### src/logic/wr_seq_pkg.sv
// write sequencer package
// sizes shared by the card write path and the data mux state encoding

package wr_seq_pkg;

    // --------------------
    // channel and field widths
    // --------------------
    localparam int n_dests       = 4;   // destination channels
    localparam int dest_bits     = 2;   // destination index
    localparam int pid_bits      = 6;   // process id
    localparam int len_bits      = 16;  // request length in bytes
    localparam int vaddr_bits    = 32;  // request address, passed through untouched
    localparam int data_bits     = 64;  // one data beat

    // 8 bytes per beat
    localparam int beat_log_bits = 3;

    // beats minus one, len_bits - beat_log_bits wide
    localparam int blen_bits     = len_bits - beat_log_bits;

    // --------------------
    // queue sizing
    // --------------------
    localparam int n_outstanding = 8;   // bursts pending per destination
    localparam int qptr_bits     = 3;   // log2 of n_outstanding

    // --------------------
    // data mux fsm
    // --------------------
    typedef enum logic {
        mux_idle,   // waiting for a queue head
        mux_burst   // moving beats of the latched burst
    } mux_state_t;

endpackage

### src/logic/dest_req_seq.sv
// destination request sequencer
// forwards each accepted request through an output register and pushes
// a burst entry (pid, beats minus one) into the addressed destination queue

module dest_req_seq import wr_seq_pkg::*; (
    input  logic                  aclk,
    input  logic                  rst_n,

    // incoming requests
    input  logic                  s_req_valid,
    output logic                  s_req_ready,
    input  logic [vaddr_bits-1:0] s_req_vaddr,
    input  logic [len_bits-1:0]   s_req_len,
    input  logic [pid_bits-1:0]   s_req_pid,
    input  logic [dest_bits-1:0]  s_req_dest,

    // forwarded requests
    output logic                  m_req_valid,
    input  logic                  m_req_ready,
    output logic [vaddr_bits-1:0] m_req_vaddr,
    output logic [len_bits-1:0]   m_req_len,
    output logic [pid_bits-1:0]   m_req_pid,
    output logic [dest_bits-1:0]  m_req_dest,

    // pushes into the per destination queues
    output logic [n_dests-1:0]    q_push_valid,
    input  logic [n_dests-1:0]    q_push_ready,   // not full
    output logic [pid_bits-1:0]   q_push_pid,
    output logic [blen_bits-1:0]  q_push_blen
);

    logic                req_reg_free;  // output stage can load this cycle
    logic                req_accept;    // handshake on s_req
    logic [len_bits-1:0] len_m1;

    // --------------------
    // acceptance
    // --------------------
    assign req_reg_free = !m_req_valid || m_req_ready;       // empty or draining
    assign s_req_ready  = q_push_ready[s_req_dest] && req_reg_free;
    assign req_accept   = s_req_valid && s_req_ready;

    // beats minus one, partial last beat rounds up
    assign len_m1      = s_req_len - 1'b1;
    assign q_push_blen = len_m1[len_bits-1:beat_log_bits];
    assign q_push_pid  = s_req_pid;

    // steer the push to the addressed queue only
    always_comb begin
        for (int i = 0; i < n_dests; i++) begin
            q_push_valid[i] = req_accept && (s_req_dest == dest_bits'(i));
        end
    end

    // --------------------
    // forwarded request register
    // --------------------
    always_ff @(posedge aclk) begin
        if (!rst_n) begin
            m_req_valid <= 1'b0;
        end else if (req_accept) begin
            m_req_valid <= 1'b1;        // new item, may replace one leaving now
        end else if (m_req_ready) begin
            m_req_valid <= 1'b0;        // drained, nothing behind it
        end
    end

    // payload only moves on accept, so it holds under a stall
    always_ff @(posedge aclk) begin
        if (req_accept) begin
            m_req_vaddr <= s_req_vaddr;
            m_req_len   <= s_req_len;
            m_req_pid   <= s_req_pid;
            m_req_dest  <= s_req_dest;
        end
    end

endmodule

### src/logic/seq_queue.sv
// sequencer queue
// circular buffer of pending burst entries for one destination,
// head entry presented from a register

module seq_queue import wr_seq_pkg::*; (
    input  logic                 aclk,
    input  logic                 rst_n,

    input  logic                 push_valid,
    output logic                 push_ready,
    input  logic [pid_bits-1:0]  push_pid,
    input  logic [blen_bits-1:0] push_blen,

    output logic                 head_valid,
    output logic [pid_bits-1:0]  head_pid,
    output logic [blen_bits-1:0] head_blen,
    input  logic                 pop         // one pulse per finished burst
);

    logic [pid_bits-1:0]  mem_pid  [n_outstanding];
    logic [blen_bits-1:0] mem_blen [n_outstanding];

    logic [qptr_bits-1:0] wr_ptr;
    logic [qptr_bits-1:0] rd_ptr;
    logic [qptr_bits:0]   count;    // entries held, head included
    logic                 push_en;

    // full queue still takes a push when the head leaves this cycle
    assign push_ready = (count != (qptr_bits + 1)'(n_outstanding)) || pop;
    assign push_en    = push_valid && push_ready;

    // --------------------
    // storage
    // --------------------
    always_ff @(posedge aclk) begin
        if (push_en) begin
            mem_pid[wr_ptr]  <= push_pid;
            mem_blen[wr_ptr] <= push_blen;
        end
    end

    // pointers wrap on their own, depth is a power of two
    always_ff @(posedge aclk) begin
        if (!rst_n) begin
            wr_ptr <= '0;
            rd_ptr <= '0;
            count  <= '0;
        end else begin
            if (push_en) wr_ptr <= wr_ptr + 1'b1;
            if (pop)     rd_ptr <= rd_ptr + 1'b1;
            if (push_en && !pop) begin
                count <= count + 1'b1;
            end else if (pop && !push_en) begin
                count <= count - 1'b1;
            end
        end
    end

    // --------------------
    // head register
    // --------------------
    // a pop leaves one idle cycle so the old head is never seen twice
    always_ff @(posedge aclk) begin
        if (!rst_n) begin
            head_valid <= 1'b0;
        end else begin
            head_valid <= (count != '0) && !pop;
        end
    end

    always_ff @(posedge aclk) begin
        head_pid  <= mem_pid[rd_ptr];
        head_blen <= mem_blen[rd_ptr];
    end

endmodule

### src/logic/data_rr_mux.sv
// round robin data mux
// picks queue heads in cyclic order and moves each burst's beats from the
// chosen data input to one registered output tagged with dest, pid and last

module data_rr_mux import wr_seq_pkg::*; (
    input  logic                 aclk,
    input  logic                 rst_n,

    // queue heads, one per destination
    input  logic [n_dests-1:0]   q_head_valid,
    input  logic [pid_bits-1:0]  q_head_pid  [n_dests],
    input  logic [blen_bits-1:0] q_head_blen [n_dests],
    output logic [n_dests-1:0]   q_pop,

    // data inputs
    input  logic [n_dests-1:0]   s_data_valid,
    output logic [n_dests-1:0]   s_data_ready,
    input  logic [data_bits-1:0] s_data [n_dests],

    // merged data output
    output logic                 m_data_valid,
    input  logic                 m_data_ready,
    output logic [data_bits-1:0] m_data,
    output logic                 m_data_last,
    output logic [dest_bits-1:0] m_data_dest,
    output logic [pid_bits-1:0]  m_data_pid
);

    mux_state_t           state;
    logic [dest_bits-1:0] rr_ptr;       // first candidate next time in idle
    logic [dest_bits-1:0] sel;          // destination of the running burst
    logic [pid_bits-1:0]  sel_pid;
    logic [blen_bits-1:0] beat_cnt;     // beats left minus one

    logic                 pick_found;
    logic [dest_bits-1:0] pick_idx;
    logic                 out_free;     // output register can take a beat
    logic                 beat_xfer;
    logic                 last_xfer;

    // --------------------
    // arbitration
    // --------------------
    // first valid head at or after rr_ptr
    always_comb begin
        logic [dest_bits-1:0] idx;
        pick_found = 1'b0;
        pick_idx   = rr_ptr;
        for (int k = 0; k < n_dests; k++) begin
            idx = rr_ptr + dest_bits'(k);   // wraps, n_dests fills the index
            if (!pick_found && q_head_valid[idx]) begin
                pick_found = 1'b1;
                pick_idx   = idx;
            end
        end
    end

    // --------------------
    // beat handshake
    // --------------------
    assign out_free  = !m_data_valid || m_data_ready;
    assign beat_xfer = (state == mux_burst) && out_free && s_data_valid[sel];
    assign last_xfer = beat_xfer && (beat_cnt == '0);

    // only the selected input sees ready
    always_comb begin
        s_data_ready = '0;
        if (state == mux_burst) begin
            s_data_ready[sel] = out_free;
        end
    end

    // release the head together with the last beat
    always_comb begin
        q_pop = '0;
        if (last_xfer) begin
            q_pop[sel] = 1'b1;
        end
    end

    // --------------------
    // fsm
    // --------------------
    always_ff @(posedge aclk) begin
        if (!rst_n) begin
            state  <= mux_idle;
            rr_ptr <= '0;
        end else begin
            case (state)
                mux_idle: begin
                    if (pick_found) state <= mux_burst;
                end
                mux_burst: begin
                    if (last_xfer) begin
                        state  <= mux_idle;
                        rr_ptr <= sel + 1'b1;   // next one after the winner
                    end
                end
                default: state <= mux_idle;
            endcase
        end
    end

    // burst context, latched when leaving idle
    always_ff @(posedge aclk) begin
        if (state == mux_idle && pick_found) begin
            sel      <= pick_idx;
            sel_pid  <= q_head_pid[pick_idx];
            beat_cnt <= q_head_blen[pick_idx];
        end else if (beat_xfer) begin
            beat_cnt <= beat_cnt - 1'b1;
        end
    end

    // --------------------
    // output register
    // --------------------
    always_ff @(posedge aclk) begin
        if (!rst_n) begin
            m_data_valid <= 1'b0;
            m_data_last  <= 1'b0;
        end else if (beat_xfer) begin
            m_data_valid <= 1'b1;
            m_data_last  <= (beat_cnt == '0);
        end else if (m_data_ready) begin
            m_data_valid <= 1'b0;       // drained with no beat behind
            m_data_last  <= 1'b0;
        end
    end

    always_ff @(posedge aclk) begin
        if (beat_xfer) begin
            m_data      <= s_data[sel];
            m_data_dest <= sel;
            m_data_pid  <= sel_pid;
        end
    end

endmodule

### src/logic/card_wr_path.sv
// card write path top
// request sequencer feeding one burst queue per destination and a
// round robin mux that merges the destination data streams

module card_wr_path import wr_seq_pkg::*; (
    input  logic                  aclk,
    input  logic                  rst_n,

    // requests in
    input  logic                  s_req_valid,
    output logic                  s_req_ready,
    input  logic [vaddr_bits-1:0] s_req_vaddr,
    input  logic [len_bits-1:0]   s_req_len,
    input  logic [pid_bits-1:0]   s_req_pid,
    input  logic [dest_bits-1:0]  s_req_dest,

    // requests out
    output logic                  m_req_valid,
    input  logic                  m_req_ready,
    output logic [vaddr_bits-1:0] m_req_vaddr,
    output logic [len_bits-1:0]   m_req_len,
    output logic [pid_bits-1:0]   m_req_pid,
    output logic [dest_bits-1:0]  m_req_dest,

    // per destination data in
    input  logic [n_dests-1:0]    s_data_valid,
    output logic [n_dests-1:0]    s_data_ready,
    input  logic [data_bits-1:0]  s_data [n_dests],

    // merged data out
    output logic                  m_data_valid,
    input  logic                  m_data_ready,
    output logic [data_bits-1:0]  m_data,
    output logic                  m_data_last,
    output logic [dest_bits-1:0]  m_data_dest,
    output logic [pid_bits-1:0]   m_data_pid
);

    // sequencer to queues
    logic [n_dests-1:0]   q_push_valid;
    logic [n_dests-1:0]   q_push_ready;
    logic [pid_bits-1:0]  q_push_pid;     // shared, valid bit steers
    logic [blen_bits-1:0] q_push_blen;

    // queues to mux
    logic [n_dests-1:0]   q_head_valid;
    logic [pid_bits-1:0]  q_head_pid  [n_dests];
    logic [blen_bits-1:0] q_head_blen [n_dests];
    logic [n_dests-1:0]   q_pop;

    // --------------------
    // request side
    // --------------------
    dest_req_seq u_seq (
        .aclk         (aclk),
        .rst_n        (rst_n),
        .s_req_valid  (s_req_valid),
        .s_req_ready  (s_req_ready),
        .s_req_vaddr  (s_req_vaddr),
        .s_req_len    (s_req_len),
        .s_req_pid    (s_req_pid),
        .s_req_dest   (s_req_dest),
        .m_req_valid  (m_req_valid),
        .m_req_ready  (m_req_ready),
        .m_req_vaddr  (m_req_vaddr),
        .m_req_len    (m_req_len),
        .m_req_pid    (m_req_pid),
        .m_req_dest   (m_req_dest),
        .q_push_valid (q_push_valid),
        .q_push_ready (q_push_ready),
        .q_push_pid   (q_push_pid),
        .q_push_blen  (q_push_blen)
    );

    // one burst queue per destination, index gives the dest
    for (genvar i = 0; i < n_dests; i++) begin : g_queue
        seq_queue u_queue (
            .aclk       (aclk),
            .rst_n      (rst_n),
            .push_valid (q_push_valid[i]),
            .push_ready (q_push_ready[i]),
            .push_pid   (q_push_pid),
            .push_blen  (q_push_blen),
            .head_valid (q_head_valid[i]),
            .head_pid   (q_head_pid[i]),
            .head_blen  (q_head_blen[i]),
            .pop        (q_pop[i])
        );
    end

    // --------------------
    // data side
    // --------------------
    data_rr_mux u_mux (
        .aclk         (aclk),
        .rst_n        (rst_n),
        .q_head_valid (q_head_valid),
        .q_head_pid   (q_head_pid),
        .q_head_blen  (q_head_blen),
        .q_pop        (q_pop),
        .s_data_valid (s_data_valid),
        .s_data_ready (s_data_ready),
        .s_data       (s_data),
        .m_data_valid (m_data_valid),
        .m_data_ready (m_data_ready),
        .m_data       (m_data),
        .m_data_last  (m_data_last),
        .m_data_dest  (m_data_dest),
        .m_data_pid   (m_data_pid)
    );

endmodule

### config.mk
export PLATFORM = sky130hd
export DESIGN_NAME = card_wr_path
export DESIGN_NICKNAME = d
export VERILOG_FILES = /design/src/logic/wr_seq_pkg.sv /design/src/logic/dest_req_seq.sv /design/src/logic/seq_queue.sv /design/src/logic/data_rr_mux.sv /design/src/logic/card_wr_path.sv
export SDC_FILE = /design/constraint.sdc
export NUM_CORES = 1
export LEC_CHECK = 0
export ABC_AREA = 1
export BUFFER_PORTS_ARGS = -buffer_cell sky130_fd_sc_hd__buf_2
export CORE_ASPECT_RATIO = 0.5
export CORE_MARGIN = 3
export CORE_UTILIZATION = 40
export CTS_CLUSTER_SIZE = 14
export DETAILED_ROUTE_END_ITERATION = 6
export PLACE_DENSITY_LB_ADDON = 0.08
export SLEW_MARGIN = 20
export SYNTH_ARGS = -nofsm -noshare
export SYNTH_HDL_FRONTEND = slang
export SYNTH_SLANG_ARGS = --single-unit
### constraint.sdc
create_clock -name aclk -period 6.37 [get_ports aclk]
set_clock_uncertainty 0.2 [all_clocks]
set_input_delay 1.911 -clock aclk [delete_from_list [all_inputs] [get_ports aclk]]
set_output_delay 1.911 -clock aclk [all_outputs]
set_load 0.01 [all_outputs]
==> results by stage, run 1 <==
CTS:
- The number of clock buffers inserted by TritonCTS is between 80 and 90.
- The cell sitting at the root of the clock tree is a sky130_fd_sc_hd__clkbuf_16.
- Once the clock tree was built, the setup fixing pass inserted 0 buffers.
- Buffers inserted to repair hold after CTS numbered 0.
- Clock latency on the worst-skew pair, taken at its later pin, is between 0.6 and 0.7 ns.
- The total of cells resized after clock tree synthesis is 0.
- The maximum clock insertion buffer count is 3.
- The tree built by TritonCTS fans out to 883 sinks.
- In this run the number of H-tree levels came out at 3.
- The register clock-pin slew on the reported worst setup and hold paths is 0.06 ns.
- The TritonCTS clock tree is done.

Yosys:
- The flip-flop and latch count after synthesis is ~880.
- The average instance area after synthesis is about 12 µm².
- The compound-gate portion of the synthesized area is 11.17%.
- The portion of synthesized area spent on multiplexers is 0%.
- Of the total synthesized cell area, the portion taken by full adders, half adders and majority gates is 1.144%.
- The netlist area before placement is 0.03543 mm².
- The post-synthesis sequential area ratio is 71.28%.
- The number of synthesis warnings is 0.
- The net count after synthesis is about 3400.
- In the synthesized netlist the dominant register cell turns out to be sky130_fd_sc_hd__edfxtp_1.
- The number of synthesized flops with an enable pin is 757.
- The XOR/XNOR share of the synthesized area is less than 1%.
- The synthesized netlist devotes 12.76% of its cell area to simple gates.
- After synthesis, the share of flip-flops with an asynchronous set or reset is 0%.
- By area, the combinational part of the netlist is dominated by simple AND/OR/NAND/NOR gates.
- After technology mapping, the gate count stands at 3062.
- The post-synthesis cell type count is 43.

Flow run:
- The tool flagged a number of max-cap violations equal to 0.

Min path:
- The startpoint of the lowest-slack hold path is u_mux.sel_pid[0]$_DFFE_PP_.
- The endpoint with the worst hold slack is u_mux.m_data_pid[0]$_DFFE_PP_.
- The path category of the worst min-delay check is reg2reg.
- Along the worst hold path, the cell count comes to 0.

Worst setup path:
- Of all nets on the critical path, the largest fanout is 8.
- The cell with the largest stage delay on the worst path is sky130_fd_sc_hd__a21oi_4.
- The number of buffer and inverter stages on the critical path is 3.
- The number of cell instances on the worst register-to-register path is 21.
- The kind of end point of the critical path is a primary output.
- For the worst setup path, the data required time is between 4 and 5 ns.
- The launch point of the worst reg-to-reg path is u_mux.sel[0]$_DFFE_PP_.
- For this run, the slowest stage of the critical path takes between 0.4 and 0.5 ns.
- The cell family contributing the most delay on the critical path is simple AND/OR/NAND/NOR gates.
- The most prevalent standard cell on the critical path is sky130_fd_sc_hd__nand3_2.
- Across all register-to-register paths, the minimum setup slack is between 1.5 and 2 ns.
- Traced cell by cell, the critical path runs through buf_2 -> inv_4 -> nand2_2 -> nand3_2 -> a21oi_4 -> nand3_2 -> nand3_1 -> nand3_2 -> nor2_4 -> buf_2.
- For the worst setup path, the data arrival time is approximately 3.8 ns.
- STA classifies the critical path startpoint as an input port.
- The terminus of the critical flop-to-flop path is g_queue[3].u_queue.count[3]$_SDFFE_PN0P_.
- The category of the critical setup timing path is in2out.

STA:
- The final period demand of the worst path is 5.865 ns.
- The number of endpoints with negative hold slack in the final report came to 0.
- Dividing the final minimum period by the clock period gives 92.08%.
- Setup repair after global routing left no endpoint under its margin.
- In the post-route analysis, the smallest setup slack over all paths is a little over 0.5 ns.
- Setup violations remaining at the end of the flow were counted as 0.
- The headroom to the max-slew limit is approximately 28%.
- The count of final max-slew check failures came to 0.
- For the pin with the worst max-slew slack, the measured transition is 1.081 ns.
- Based on the critical path, the design can be clocked at up to 170.5 MHz.

Pwr:
- Dividing total power by cell area gives a power density of 308.7 mW/mm².
- The final total power is 12.91 mW.
- Across the VDD grid, the largest voltage drop is roughly 200 µV.
- The leakage power is 15.55 nW.

Run status:
- The flow ran to the end, and the final reports show no timing, DRC or antenna violations.

Die:
- Measured along the y axis, the die boundary spans about 220 µm.
- The starting density of the core is about two fifths.
- In this run the horizontal extent of the chip is 426.9 µm.
- The I/O pin count is 457.
- The placeable core region is around 0.087 mm².
- The initialized floorplan defines 76 standard-cell rows.
- The die covers 0.09240 mm².

Route:
- Dividing the detail-routed wire length by the instance count gives 22.56 µm.
- The total wirelength of the detailed-routed design is 107100 µm.
- The iteration count of the initial detailed-routing pass is 5.
- The final route contains 24910 vias.
- For this block, the initial DRC count from the detailed router was 2533.
- For this run, design rule violations remaining after detail routing come to 0.
- The post-detailed-route count of antenna-violating nets is 0.
- The routed via count divided by cell count is 5.246.

Global route:
- The number of antenna violations at the first check in global routing is 18.
- The remaining global-route overflow is 0.
- The first global-routing pass estimated between 150000 and 200000 µm of wire.
- The number of global-route vias before repair was roughly 24000.
- Entering global routing, the biggest net connects 90 pins.
- The global-route usage over all layers is 22.60%.

Place:
- The wire-length estimate of the detail-placed layout is 69420 µm.
- Routability-driven placement finished with a final weighted congestion of 0.8825.
- The post-placement cell area is 0.03923 mm².
- The post-placement setup slack is about 0.48 ns.
- Input and output buffers added on the ports amount to 456.

Cells and area:
- The finished cells cover 0.04182 mm².
- The synthesis-to-finish area growth is 18.04%.
- The net count of the finished layout is between 3000 and 4000.
- In the final layout, the share of cells above drive strength 1 is 20.68%.
==> placed cells by master, fill, tap and decap left out, types with 75 or more instances in the layout <==
cell type and count:
sky130_fd_sc_hd__nor2_1 728, sky130_fd_sc_hd__nand2_1 266, sky130_fd_sc_hd__inv_1 80, sky130_fd_sc_hd__a31oi_1 76, sky130_fd_sc_hd__clkbuf_16 82, sky130_fd_sc_hd__o22ai_1 140
sky130_fd_sc_hd__edfxtp_1 757, sky130_fd_sc_hd__o21ai_0 463, sky130_fd_sc_hd__buf_4 75, sky130_fd_sc_hd__buf_2 456, sky130_fd_sc_hd__dfxtp_1 122
==> synth_stat cells, drive strengths merged (6+ instances only) <==
master / n / area (µm²)
nor2: 752 / 2845
dfxtp: 126 / 2522
nand3: 51 / 307.8
a21oi: 27 / 146.4
nand2: 281 / 1085
xor2: 20 / 175.2
nand4: 10 / 87.59
inv: 95 / 356.6
ha: 26 / 325.3
clkbuf: 158 / 593.1
edfxtp: 757 / 22730
nor4: 8 / 50.05
o22ai: 140 / 875.8
o21a: 6 / 45.04
a31oi: 76 / 475.5
buf: 17 / 117.6
o21ai: 472 / 2377
nor3: 16 / 80.08
==> state kept, by name, summed over array words and instances, names as in the netlist, 2 cells and up <==
register	flops
g_queue.u_queue.mem_blen	416
g_queue.u_queue.mem_pid	192
u_mux.m_data	64
g_queue.u_queue.head_blen	52
u_seq.m_req_vaddr	32
g_queue.u_queue.head_pid	24
g_queue.u_queue.count	16
u_seq.m_req_len	16
u_mux.beat_cnt	13
g_queue.u_queue.rd_ptr	12
g_queue.u_queue.wr_ptr	12
u_mux.m_data_pid	6
u_mux.sel_pid	6
u_seq.m_req_pid	6
g_queue.u_queue.head_valid	4
u_mux.m_data_dest	2
u_mux.rr_ptr	2
u_mux.sel	2
u_seq.m_req_dest	2
==> worst max path at each step <==
stage          cells past startpoint            start          end  slack [ns]
6_report                          10  s_data_valid[2]  s_req_ready        0.50
5_1_grt                           10  s_data_valid[2]  s_req_ready        0.37
4_1_cts                           10  s_data_valid[2]  s_req_ready        0.47
3_5_place_dp                      10  s_data_valid[2]  s_req_ready        0.48
3_3_place_gp                      10  s_data_valid[2]  s_req_ready        0.51
2_1_floorplan                      9  s_data_valid[0]  s_req_ready       -0.08
==> layout make-up <==
class	instances	area, µm²
Fill cell	7892	45090
Sequential cell	883	25260
Multi-Input combinational cell	1908	9291
Timing Repair Buffer	531	2845
Clock buffer	114	2212
Tap cell	1170	1464
Inverter	96	376.6
Clock inverter	37	351.6
Antenna cell	8	20.02
==> cell families (layout without fill, tap and decap cells) <==
logic type | Yosys count | count (layout)
AOI/OAI and AO/OA | 726 | 726
xor gates and xnor gates | 24 | 24
adders and majority gates | 30 | 30
buffers and inverters | 271 | 778
DFF | 883 | 883
other | 0 | 8
and+or+nand+nor | 1128 | 1128
==> power by group <==
part / switching [mW] / internal [mW] / total [mW] / leakage, nW
clock: 2.22 / 2.58 / 4.80 / 1.24
combinational: 1.00 / 0.442 / 1.44 / 6.38
sequential: 0.0874 / 6.58 / 6.66 / 7.93
total: 3.31 / 9.60 / 12.9 / 15.5
==> per-layer routing <==
layer  vias to the layer above  track usage [%]  share of wire, %
met5                         -                0             0.036
met1                     12120            33.43                47
met4                         8            5.850               2.3
met3                       145            4.543               7.4
li1                      11770                -                 -
met2                       872            34.04                44
==> through the flow <==
stage | instances | setup TNS (ns) | hold slack [ns] | utilization (%)
final | 4747 | 0 | 0.2272 | 48.12
after global routing | 4744 | 0 | 0.2352 | 48.11
after CTS | 4739 | 0 | 0.2287 | 48.08
after detailed placement | 4588 | 0 | 0.2144 | 45.13
after global placement | 4588 | 0 | 0.2069 | 45.13
after floorplan | 3062 | -0.08144 | 0.2003 | -
(Power assumes the default switching activity.)
==> run 2: changes to the inputs <==
Settings changed: REMOVE_ABC_BUFFERS set to 1.
==> results by stage, run 2 (synthesis gave the netlist of run 1 again) <==
Die:
- The overall die height was 216.4 µm (unchanged).
- The starting density of the core is 40.76% (unchanged).
- The number of standard-cell rows in the floorplan was 76 (unchanged).
- The area enclosed by the die boundary was 0.09240 mm² (unchanged).
- The I/O pin count is 457 (unchanged).
- The placeable core region came to 0.08691 mm² (unchanged).
- The die boundary width is 426.9 µm (unchanged).

Worst setup path:
- The delay of the slowest cell on the worst path is 0.38 ns (-0.06 ns).
- The cell type group with the largest total delay on the critical path is simple AND/OR/NAND/NOR gates.
- The top fanout value on the critical path is 7 (-1).
- The number of buffer and inverter stages on the critical path is 3 (unchanged).
- In this run the critical register-to-register path is launched from u_mux.sel[0]$_DFFE_PP_.
- The number of cell instances on the worst register-to-register path is 21 (unchanged).
- The nature of the critical path startpoint is an input port.
- The worst setup path is of the in2out kind.
- The critical path goes through buf_2 -> inv_1 -> nand2_1 -> nand2_1 -> a21oi_4 -> nand3_2 -> nand3_1 -> nand2_1 -> nor2_4 -> buf_2.
- The cell with the largest stage delay on the worst path is sky130_fd_sc_hd__a21oi_4.
- The worst setup path is captured at a primary output.
- In this design, the critical path's most frequently occurring cell is sky130_fd_sc_hd__nand2_1.
- The terminus of the critical flop-to-flop path is g_queue[1].u_queue.count[3]$_SDFFE_PN0P_.
- The critical path required time is 4.26 ns (about the same).
- The endpoint arrival time on the critical path is 3.55 ns (-0.20 ns).
- The worst setup slack for register-to-register paths is 1.63 ns (-0.14 ns).

STA:
- The post-route fraction of the period consumed by the critical path is 88.83% (-3.2 points).
- The final-layout setup total negative slack is 0 ns (unchanged).
- The maximum achievable frequency is 176.7 MHz (+3.7%).
- The transition time of the tightest slew-check pin is 1.059 ns (-0.02201 ns).
- The count of final max-slew check failures came to 0 (unchanged).
- Setup repair after global routing left no endpoint under its margin.
- The final period demand of the worst path is 5.659 ns (-0.2068 ns).
- The final number of setup-violating endpoints came to 0 (unchanged).
- The headroom to the max-slew limit is 29.05% (+1.2 points).
- The number of endpoints with negative hold slack in the final report was 0 (unchanged).

Global route:
- The remaining global-route overflow was 0 (unchanged).
- The pin count of the biggest net entering global routing is 98 (+8.9%).
- The wire length of the first global-routing pass was 158800 µm (+1.9%).
- The number of antenna violations at the first check in global routing came to 25 (+7).
- The met1 track utilization from global routing came to 33.26% (-0.17 points).
- The fraction of met3 tracks used by global routing is 5.103% (+0.56 points).
- The global-route usage over all layers is 23.22% (+0.62 points).
- The met2 demand-to-capacity share in global routing was 36.02% (+2.0 points).
- The global routing stage identified its most utilized layer as met2.
- The number of global-route vias before repair is 24310 (+2.8%).

Route:
- The count of routing violations after the opening detailed-route iteration is 2373 (-6.3%).
- The final routed wire length divided by cell count came to 22.98 µm (+1.8%).
- The total wirelength of the detailed-routed design is 109200 µm (+2.0%).
- The detailed-route DRC error count came to 0 (unchanged).
- The post-detailed-route count of antenna-violating nets is 0 (unchanged).
- The via count is 25240 (+1.3%).
- The iteration count of the initial detailed-routing pass was 6 (+1).
- The routed via count divided by cell count is 5.309 (+1.2%).

CTS:
- The number of buffers added for setup after CTS is 0 (unchanged).
- The register clock-pin slew on the reported worst setup and hold paths was 0.07 ns (about the same).
- The maximum clock insertion buffer count is 3 (unchanged).
- The count of hold-fix buffers inserted at cts was 0 (unchanged).
- The source-to-sink clock delay at the later pin of the worst-skew pair is 0.66 ns (-0.02 ns).
- The cell sitting at the root of the clock tree is a sky130_fd_sc_hd__clkbuf_16.
- The number of clock buffers inserted by TritonCTS is 82 (unchanged).
- The TritonCTS clock tree is done.
- The H-tree depth is 3 (unchanged).
- The CTS sink count came to 883 (unchanged).
- The total of cells resized after clock tree synthesis is 0 (unchanged).

Run status:
- The flow ran to the end, and the final reports show no timing, DRC or antenna violations.

Min path:
- The number of cells traversed by the worst hold path is 0 (unchanged).
- The worst hold path begins at u_mux.sel_pid[3]$_DFFE_PP_.
- The worst hold path terminates at u_mux.m_data_pid[3]$_DFFE_PP_.
- The path category of the worst min-delay check is reg2reg.

Pwr:
- The power per cell area came to 310.0 mW/mm² (+0.44%).
- The leakage power is 15.57 nW (+0.11%).
- The final total power is 12.96 mW (+0.39%).
- The maximum vdd ir drop is 245.7 µV (+24%).

Cells and area:
- The net count of the finished layout was 3853 (unchanged).
- More flip-flops sit in one register than any other, and that register is g_queue.u_queue.mem_blen.
- The synthesis-to-finish area growth is 17.99% (about the same).
- In the final layout, the registers with the most flip-flops are g_queue.u_queue.mem_blen: 416 flops, g_queue.u_queue.mem_pid: 192 flops, u_mux.m_data: 64 flops.
- The flip-flop count of the largest register, all copies and words added came to 416 (unchanged).
- The library cell used most frequently in the layout, excluding fill and tap cells, is sky130_fd_sc_hd__edfxtp_1.
- Leaving out fill and tap cells, the most frequent cells in the layout are sky130_fd_sc_hd__edfxtp_1 (757), sky130_fd_sc_hd__nor2_1 (728), sky130_fd_sc_hd__o21ai_0 (463).
- The share of final-layout standard cells stronger than drive strength 1 is 20.37% (-0.31 points).

Place:
- The detailed-placement wirelength estimate is 68940 µm (-0.70%).
- The global placement routability congestion was 0.8580 (-2.8%).
- The number of port buffers is 456 (unchanged).

Flow run:
- The max-cap violation count is 0 (unchanged).
==> run 2: cell types whose count changed in the layout (fill, tap and decap cells not counted), sizes merged <==
cell	delta
bufinv	+1
diode	+6
clkinv	-4
inv	+2
clkbuf	+1
==> run 2: worst max path at each step <==
stage / start / end / slack [ns] / cells past startpoint
2_1_floorplan: u_mux.sel[0]$_DFFE_PP_ / g_queue[0].u_queue.mem_blen[4][0]$_DFFE_PP_ / -1.86 / 10
3_3_place_gp: m_data_ready / g_queue[0].u_queue.count[3]$_SDFFE_PN0P_ / 0.56 / 22
3_5_place_dp: m_data_ready / g_queue[1].u_queue.count[3]$_SDFFE_PN0P_ / 0.50 / 22
4_1_cts: m_data_ready / s_req_ready / 0.66 / 10
5_1_grt: m_data_ready / s_req_ready / 0.55 / 10
6_report: m_data_ready / s_req_ready / 0.71 / 10
==> run 2: layer usage <==
layer	vias up	share of wire (%)	wire length, µm
met5	-	0.049	54
met4	8	2.3	2562
met3	137	7.2	7864
met2	856	45	49410
met1	12450	45	49310
li1	11790	-	-
==> run 2: report_power, final <==
part | internal (mW) | switching [mW] | leakage [nW]
Sequential | 6.58 | 0.0923 | 7.93
Combinational | 0.440 | 1.00 | 6.37
Clock | 2.66 | 2.19 | 1.26
==> run 2: final cells by class <==
cell class,count,area (µm²)
Antenna cell,14,35.03
Clock buffer,115,2257
Clock inverter,36,319.1
Fill cell,7950,45110
Inverter,96,364.1
Multi-Input combinational cell,1908,9245
Sequential cell,883,25260
Tap cell,1170,1464
Timing Repair Buffer,531,2858
==> run 2: metrics by stage <==
step                      worst slack, ns  cells  hold WS (ns)  instance area, µm²  utilization, %
final                              0.7114   4753        0.2224               41800           48.10
after global routing               0.5521   4748        0.2391               41790           48.08
after CTS                          0.6551   4739        0.2235               41770           48.06
after detailed placement           0.5008   4588        0.2079               39190           45.09
after global placement             0.5581   4588        0.2062               39190           45.09
after floorplan                    -1.863   2887        0.2003               34720               -
==> run 3: changes to the inputs <==
Settings changed: PLACE_DENSITY set to 0.6, PLACE_DENSITY_LB_ADDON 0.08 to unset, SKIP_CTS_REPAIR_TIMING set to 1.
==> results by stage, run 3 (synthesis gave the netlist of run 1 again) <==
STA:
- The transition time of the tightest slew-check pin is 1.025 ns (-0.03361 ns).
- The final period demand of the worst path is 5.850 ns (+0.1909 ns).
- The final number of setup-violating endpoints is 0 (unchanged).
- The worst slack on hold paths came to 0.2259 ns (+0.003494 ns).
- Setup repair after global routing left no endpoint under its margin.
- The worst path setup slack after routing is 0.5205 ns (-0.1909 ns).
- The final-layout setup total negative slack was 0 ns (unchanged).
- The maximum achievable frequency is 171.0 MHz (-3.3%).
- The number of endpoints with negative hold slack in the final report is 0 (unchanged).
- The count of final max-slew check failures is 0 (unchanged).
- The headroom to the max-slew limit is 31.64% (+2.6 points).
- The post-route fraction of the period consumed by the critical path came to 91.83% (+3.0 points).

Global route:
- The pin count of the biggest net entering global routing is 87 (-11%).
- The number of antenna violations at the first check in global routing came to 31 (+24%).
- The number of global-route vias before repair was 23990 (-1.3%).
- The remaining global-route overflow was 0 (unchanged).
- The global-route usage over all layers was 22.78% (-0.44 points).
- The wire length of the first global-routing pass is 156000 µm (-1.8%).

Worst setup path:
- The worst setup path is launched from an input port.
- The endpoint arrival time on the critical path is 3.74 ns (+0.19 ns).
- The category of the critical setup timing path is in2out.
- The worst setup slack for register-to-register paths is 1.78 ns (+0.15 ns).
- The cell with the largest stage delay on the worst path is sky130_fd_sc_hd__a21oi_4.
- The worst register-to-register path ends at g_queue[2].u_queue.count[3]$_SDFFE_PN0P_.
- The number of cell instances on the worst register-to-register path was 21 (unchanged).
- The top fanout value on the critical path is 7 (unchanged).
- The critical path required time is 4.26 ns (about the same).
- The signal on the critical path passes through buf_2 -> inv_1 -> nand2_1 -> nand2_1 -> a21oi_4 -> nand3_2 -> nand3_1 -> nand3_1 -> nor2_4 -> buf_2.
- The delay of the slowest cell on the worst path is 0.35 ns (-0.03 ns).
- The kind of end point of the critical path is a primary output.
- The startpoint identified for the worst register-to-register timing path is u_mux.sel[0]$_DFFE_PP_.

Place:
- The global placement routability congestion is 0.9166 (+6.8%).
- The detailed-placement wirelength estimate is 70310 µm (+2.0%).
- The post-placement setup slack came to 0.4350 ns (-0.06583 ns).
- The number of port buffers is 456 (unchanged).

Route:
- The iteration count of the initial detailed-routing pass came to 5 (-1).
- The count of routing violations after the opening detailed-route iteration is 2656 (+12%).
- The post-detailed-route count of antenna-violating nets is 0 (unchanged).
- The final routed wire length divided by cell count is 22.62 µm (-1.5%).
- The total wirelength of the detailed-routed design was 107600 µm (-1.5%).
- The via count is 25180 (-0.24%).
- The detailed-route DRC error count was 0 (unchanged).
- The routed via count divided by cell count is 5.294 (-0.28%).

Cells and area:
- The largest registers in the layout are g_queue.u_queue.mem_blen: 416 flops, g_queue.u_queue.mem_pid: 192 flops, u_mux.m_data: 64 flops.
- The library cells used most frequently in the layout, excluding fill and tap cells, are sky130_fd_sc_hd__edfxtp_1 (757), sky130_fd_sc_hd__nor2_1 (731), sky130_fd_sc_hd__o21ai_0 (463).
- The flip-flop count of the largest register, all copies and words added is 416 (unchanged).
- The net count of the finished layout came to 3854 (+0.026%).
- The utilization after layout is 48.24% (+0.15 points).
- The share of final-layout standard cells stronger than drive strength 1 is 20.48% (+0.11 points).
- The library cell used most frequently in the layout, excluding fill and tap cells, is sky130_fd_sc_hd__edfxtp_1.
- The area growth from synthesis to layout is 18.35%.
- The register with the most flip-flops in the final layout is g_queue.u_queue.mem_blen.

Pwr:
- The power per cell area is 312.3 mW/mm² (+0.72%).
- The final total power is 13.09 mW (+1.0%).
- The maximum vdd ir drop is 195.7 µV (-20%).
- The leakage power was 15.61 nW (+0.30%).

Die:
- The I/O pin count is 457 (unchanged).
- The number of standard-cell rows in the floorplan is 76 (unchanged).
- The area enclosed by the die boundary is 0.09240 mm² (unchanged).
- The placeable core region came to 0.08691 mm² (unchanged).
- The overall die height is 216.4 µm (unchanged).
- The starting density of the core came to 40.76% (unchanged).
- The die boundary width is 426.9 µm (unchanged).

CTS:
- The CTS sink count is 883 (unchanged).
- The TritonCTS clock tree is done.
- The number of clock buffers inserted by TritonCTS is 81 (-1.2%).
- The maximum clock insertion buffer count is 3 (unchanged).
- The root buffer cell is sky130_fd_sc_hd__clkbuf_16.
- The source-to-sink clock delay at the later pin of the worst-skew pair is 0.68 ns (+0.02 ns).
- The register clock-pin slew on the reported worst setup and hold paths is 0.06 ns (about the same).
- The H-tree depth is 3 (unchanged).

Min path:
- The number of cells traversed by the worst hold path is 0 (unchanged).
- The path category of the worst min-delay check is reg2reg.
- The startpoint of the lowest-slack hold path is u_mux.sel_pid[5]$_DFFE_PP_.
- The endpoint with the worst hold slack is u_mux.m_data_pid[5]$_DFFE_PP_.

Run status:
- The run finished with clean final reports.

Flow run:
- The max-cap violation count is 0 (unchanged).
## run 3: through the flow
step           std cells  area [µm²]
2_1_floorplan       2887       34720
3_3_place_gp        4590       39210
3_5_place_dp        4590       39210
4_1_cts             4740       41890
5_1_grt             4754       41930
6_report            4755       41930
## run 3: where the power goes
group          switching, mW  internal, mW  total, mW
combinational           1.04         0.442       1.48
sequential            0.0869          6.58       6.66
clock                   2.21          2.74       4.95
## run 3: final cells by class
| type | instances | area, µm² |
|---|---|---|
| Clock inverter | 28 | 366.6 |
| Sequential cell | 883 | 25260 |
| Timing Repair Buffer | 533 | 2885 |
| Clock buffer | 122 | 2312 |
| Inverter | 96 | 365.4 |
| Tap cell | 1170 | 1464 |
| Fill cell | 7809 | 44980 |
| Antenna cell | 15 | 37.54 |
| Multi-Input combinational cell | 1908 | 9240 |
## run 3: worst max path at each step
stage / startpoint / to / slack, ns / cells after the start
6_report: m_data_ready / s_req_ready / 0.52 / 10
4_1_cts: m_data_ready / s_req_ready / 0.48 / 10
5_1_grt: m_data_ready / s_req_ready / 0.45 / 10
3_3_place_gp: m_data_ready / s_req_ready / 0.56 / 10
2_1_floorplan: u_mux.sel[0]$_DFFE_PP_ / g_queue[0].u_queue.mem_blen[4][0]$_DFFE_PP_ / -1.86 / 10
3_5_place_dp: m_data_ready / g_queue[2].u_queue.count[3]$_SDFFE_PN0P_ / 0.43 / 22
## run 3: routing by layer
metal	global-route usage, %	vias to the layer above	share of wire [%]
li1	-	11770	-
met1	31.59	12260	43
met2	35.93	972	46
met3	4.234	168	7.3
met4	8.239	8	3.3
met5	0	-	0.044
## run 3: worst max-delay path, delay by kind of cell
kind,cells,cell delay [ns]
AND/OR/NAND/NOR,6,1.12
buffers and inverters,3,0.36
AO/OA/AOI/OAI,1,0.35
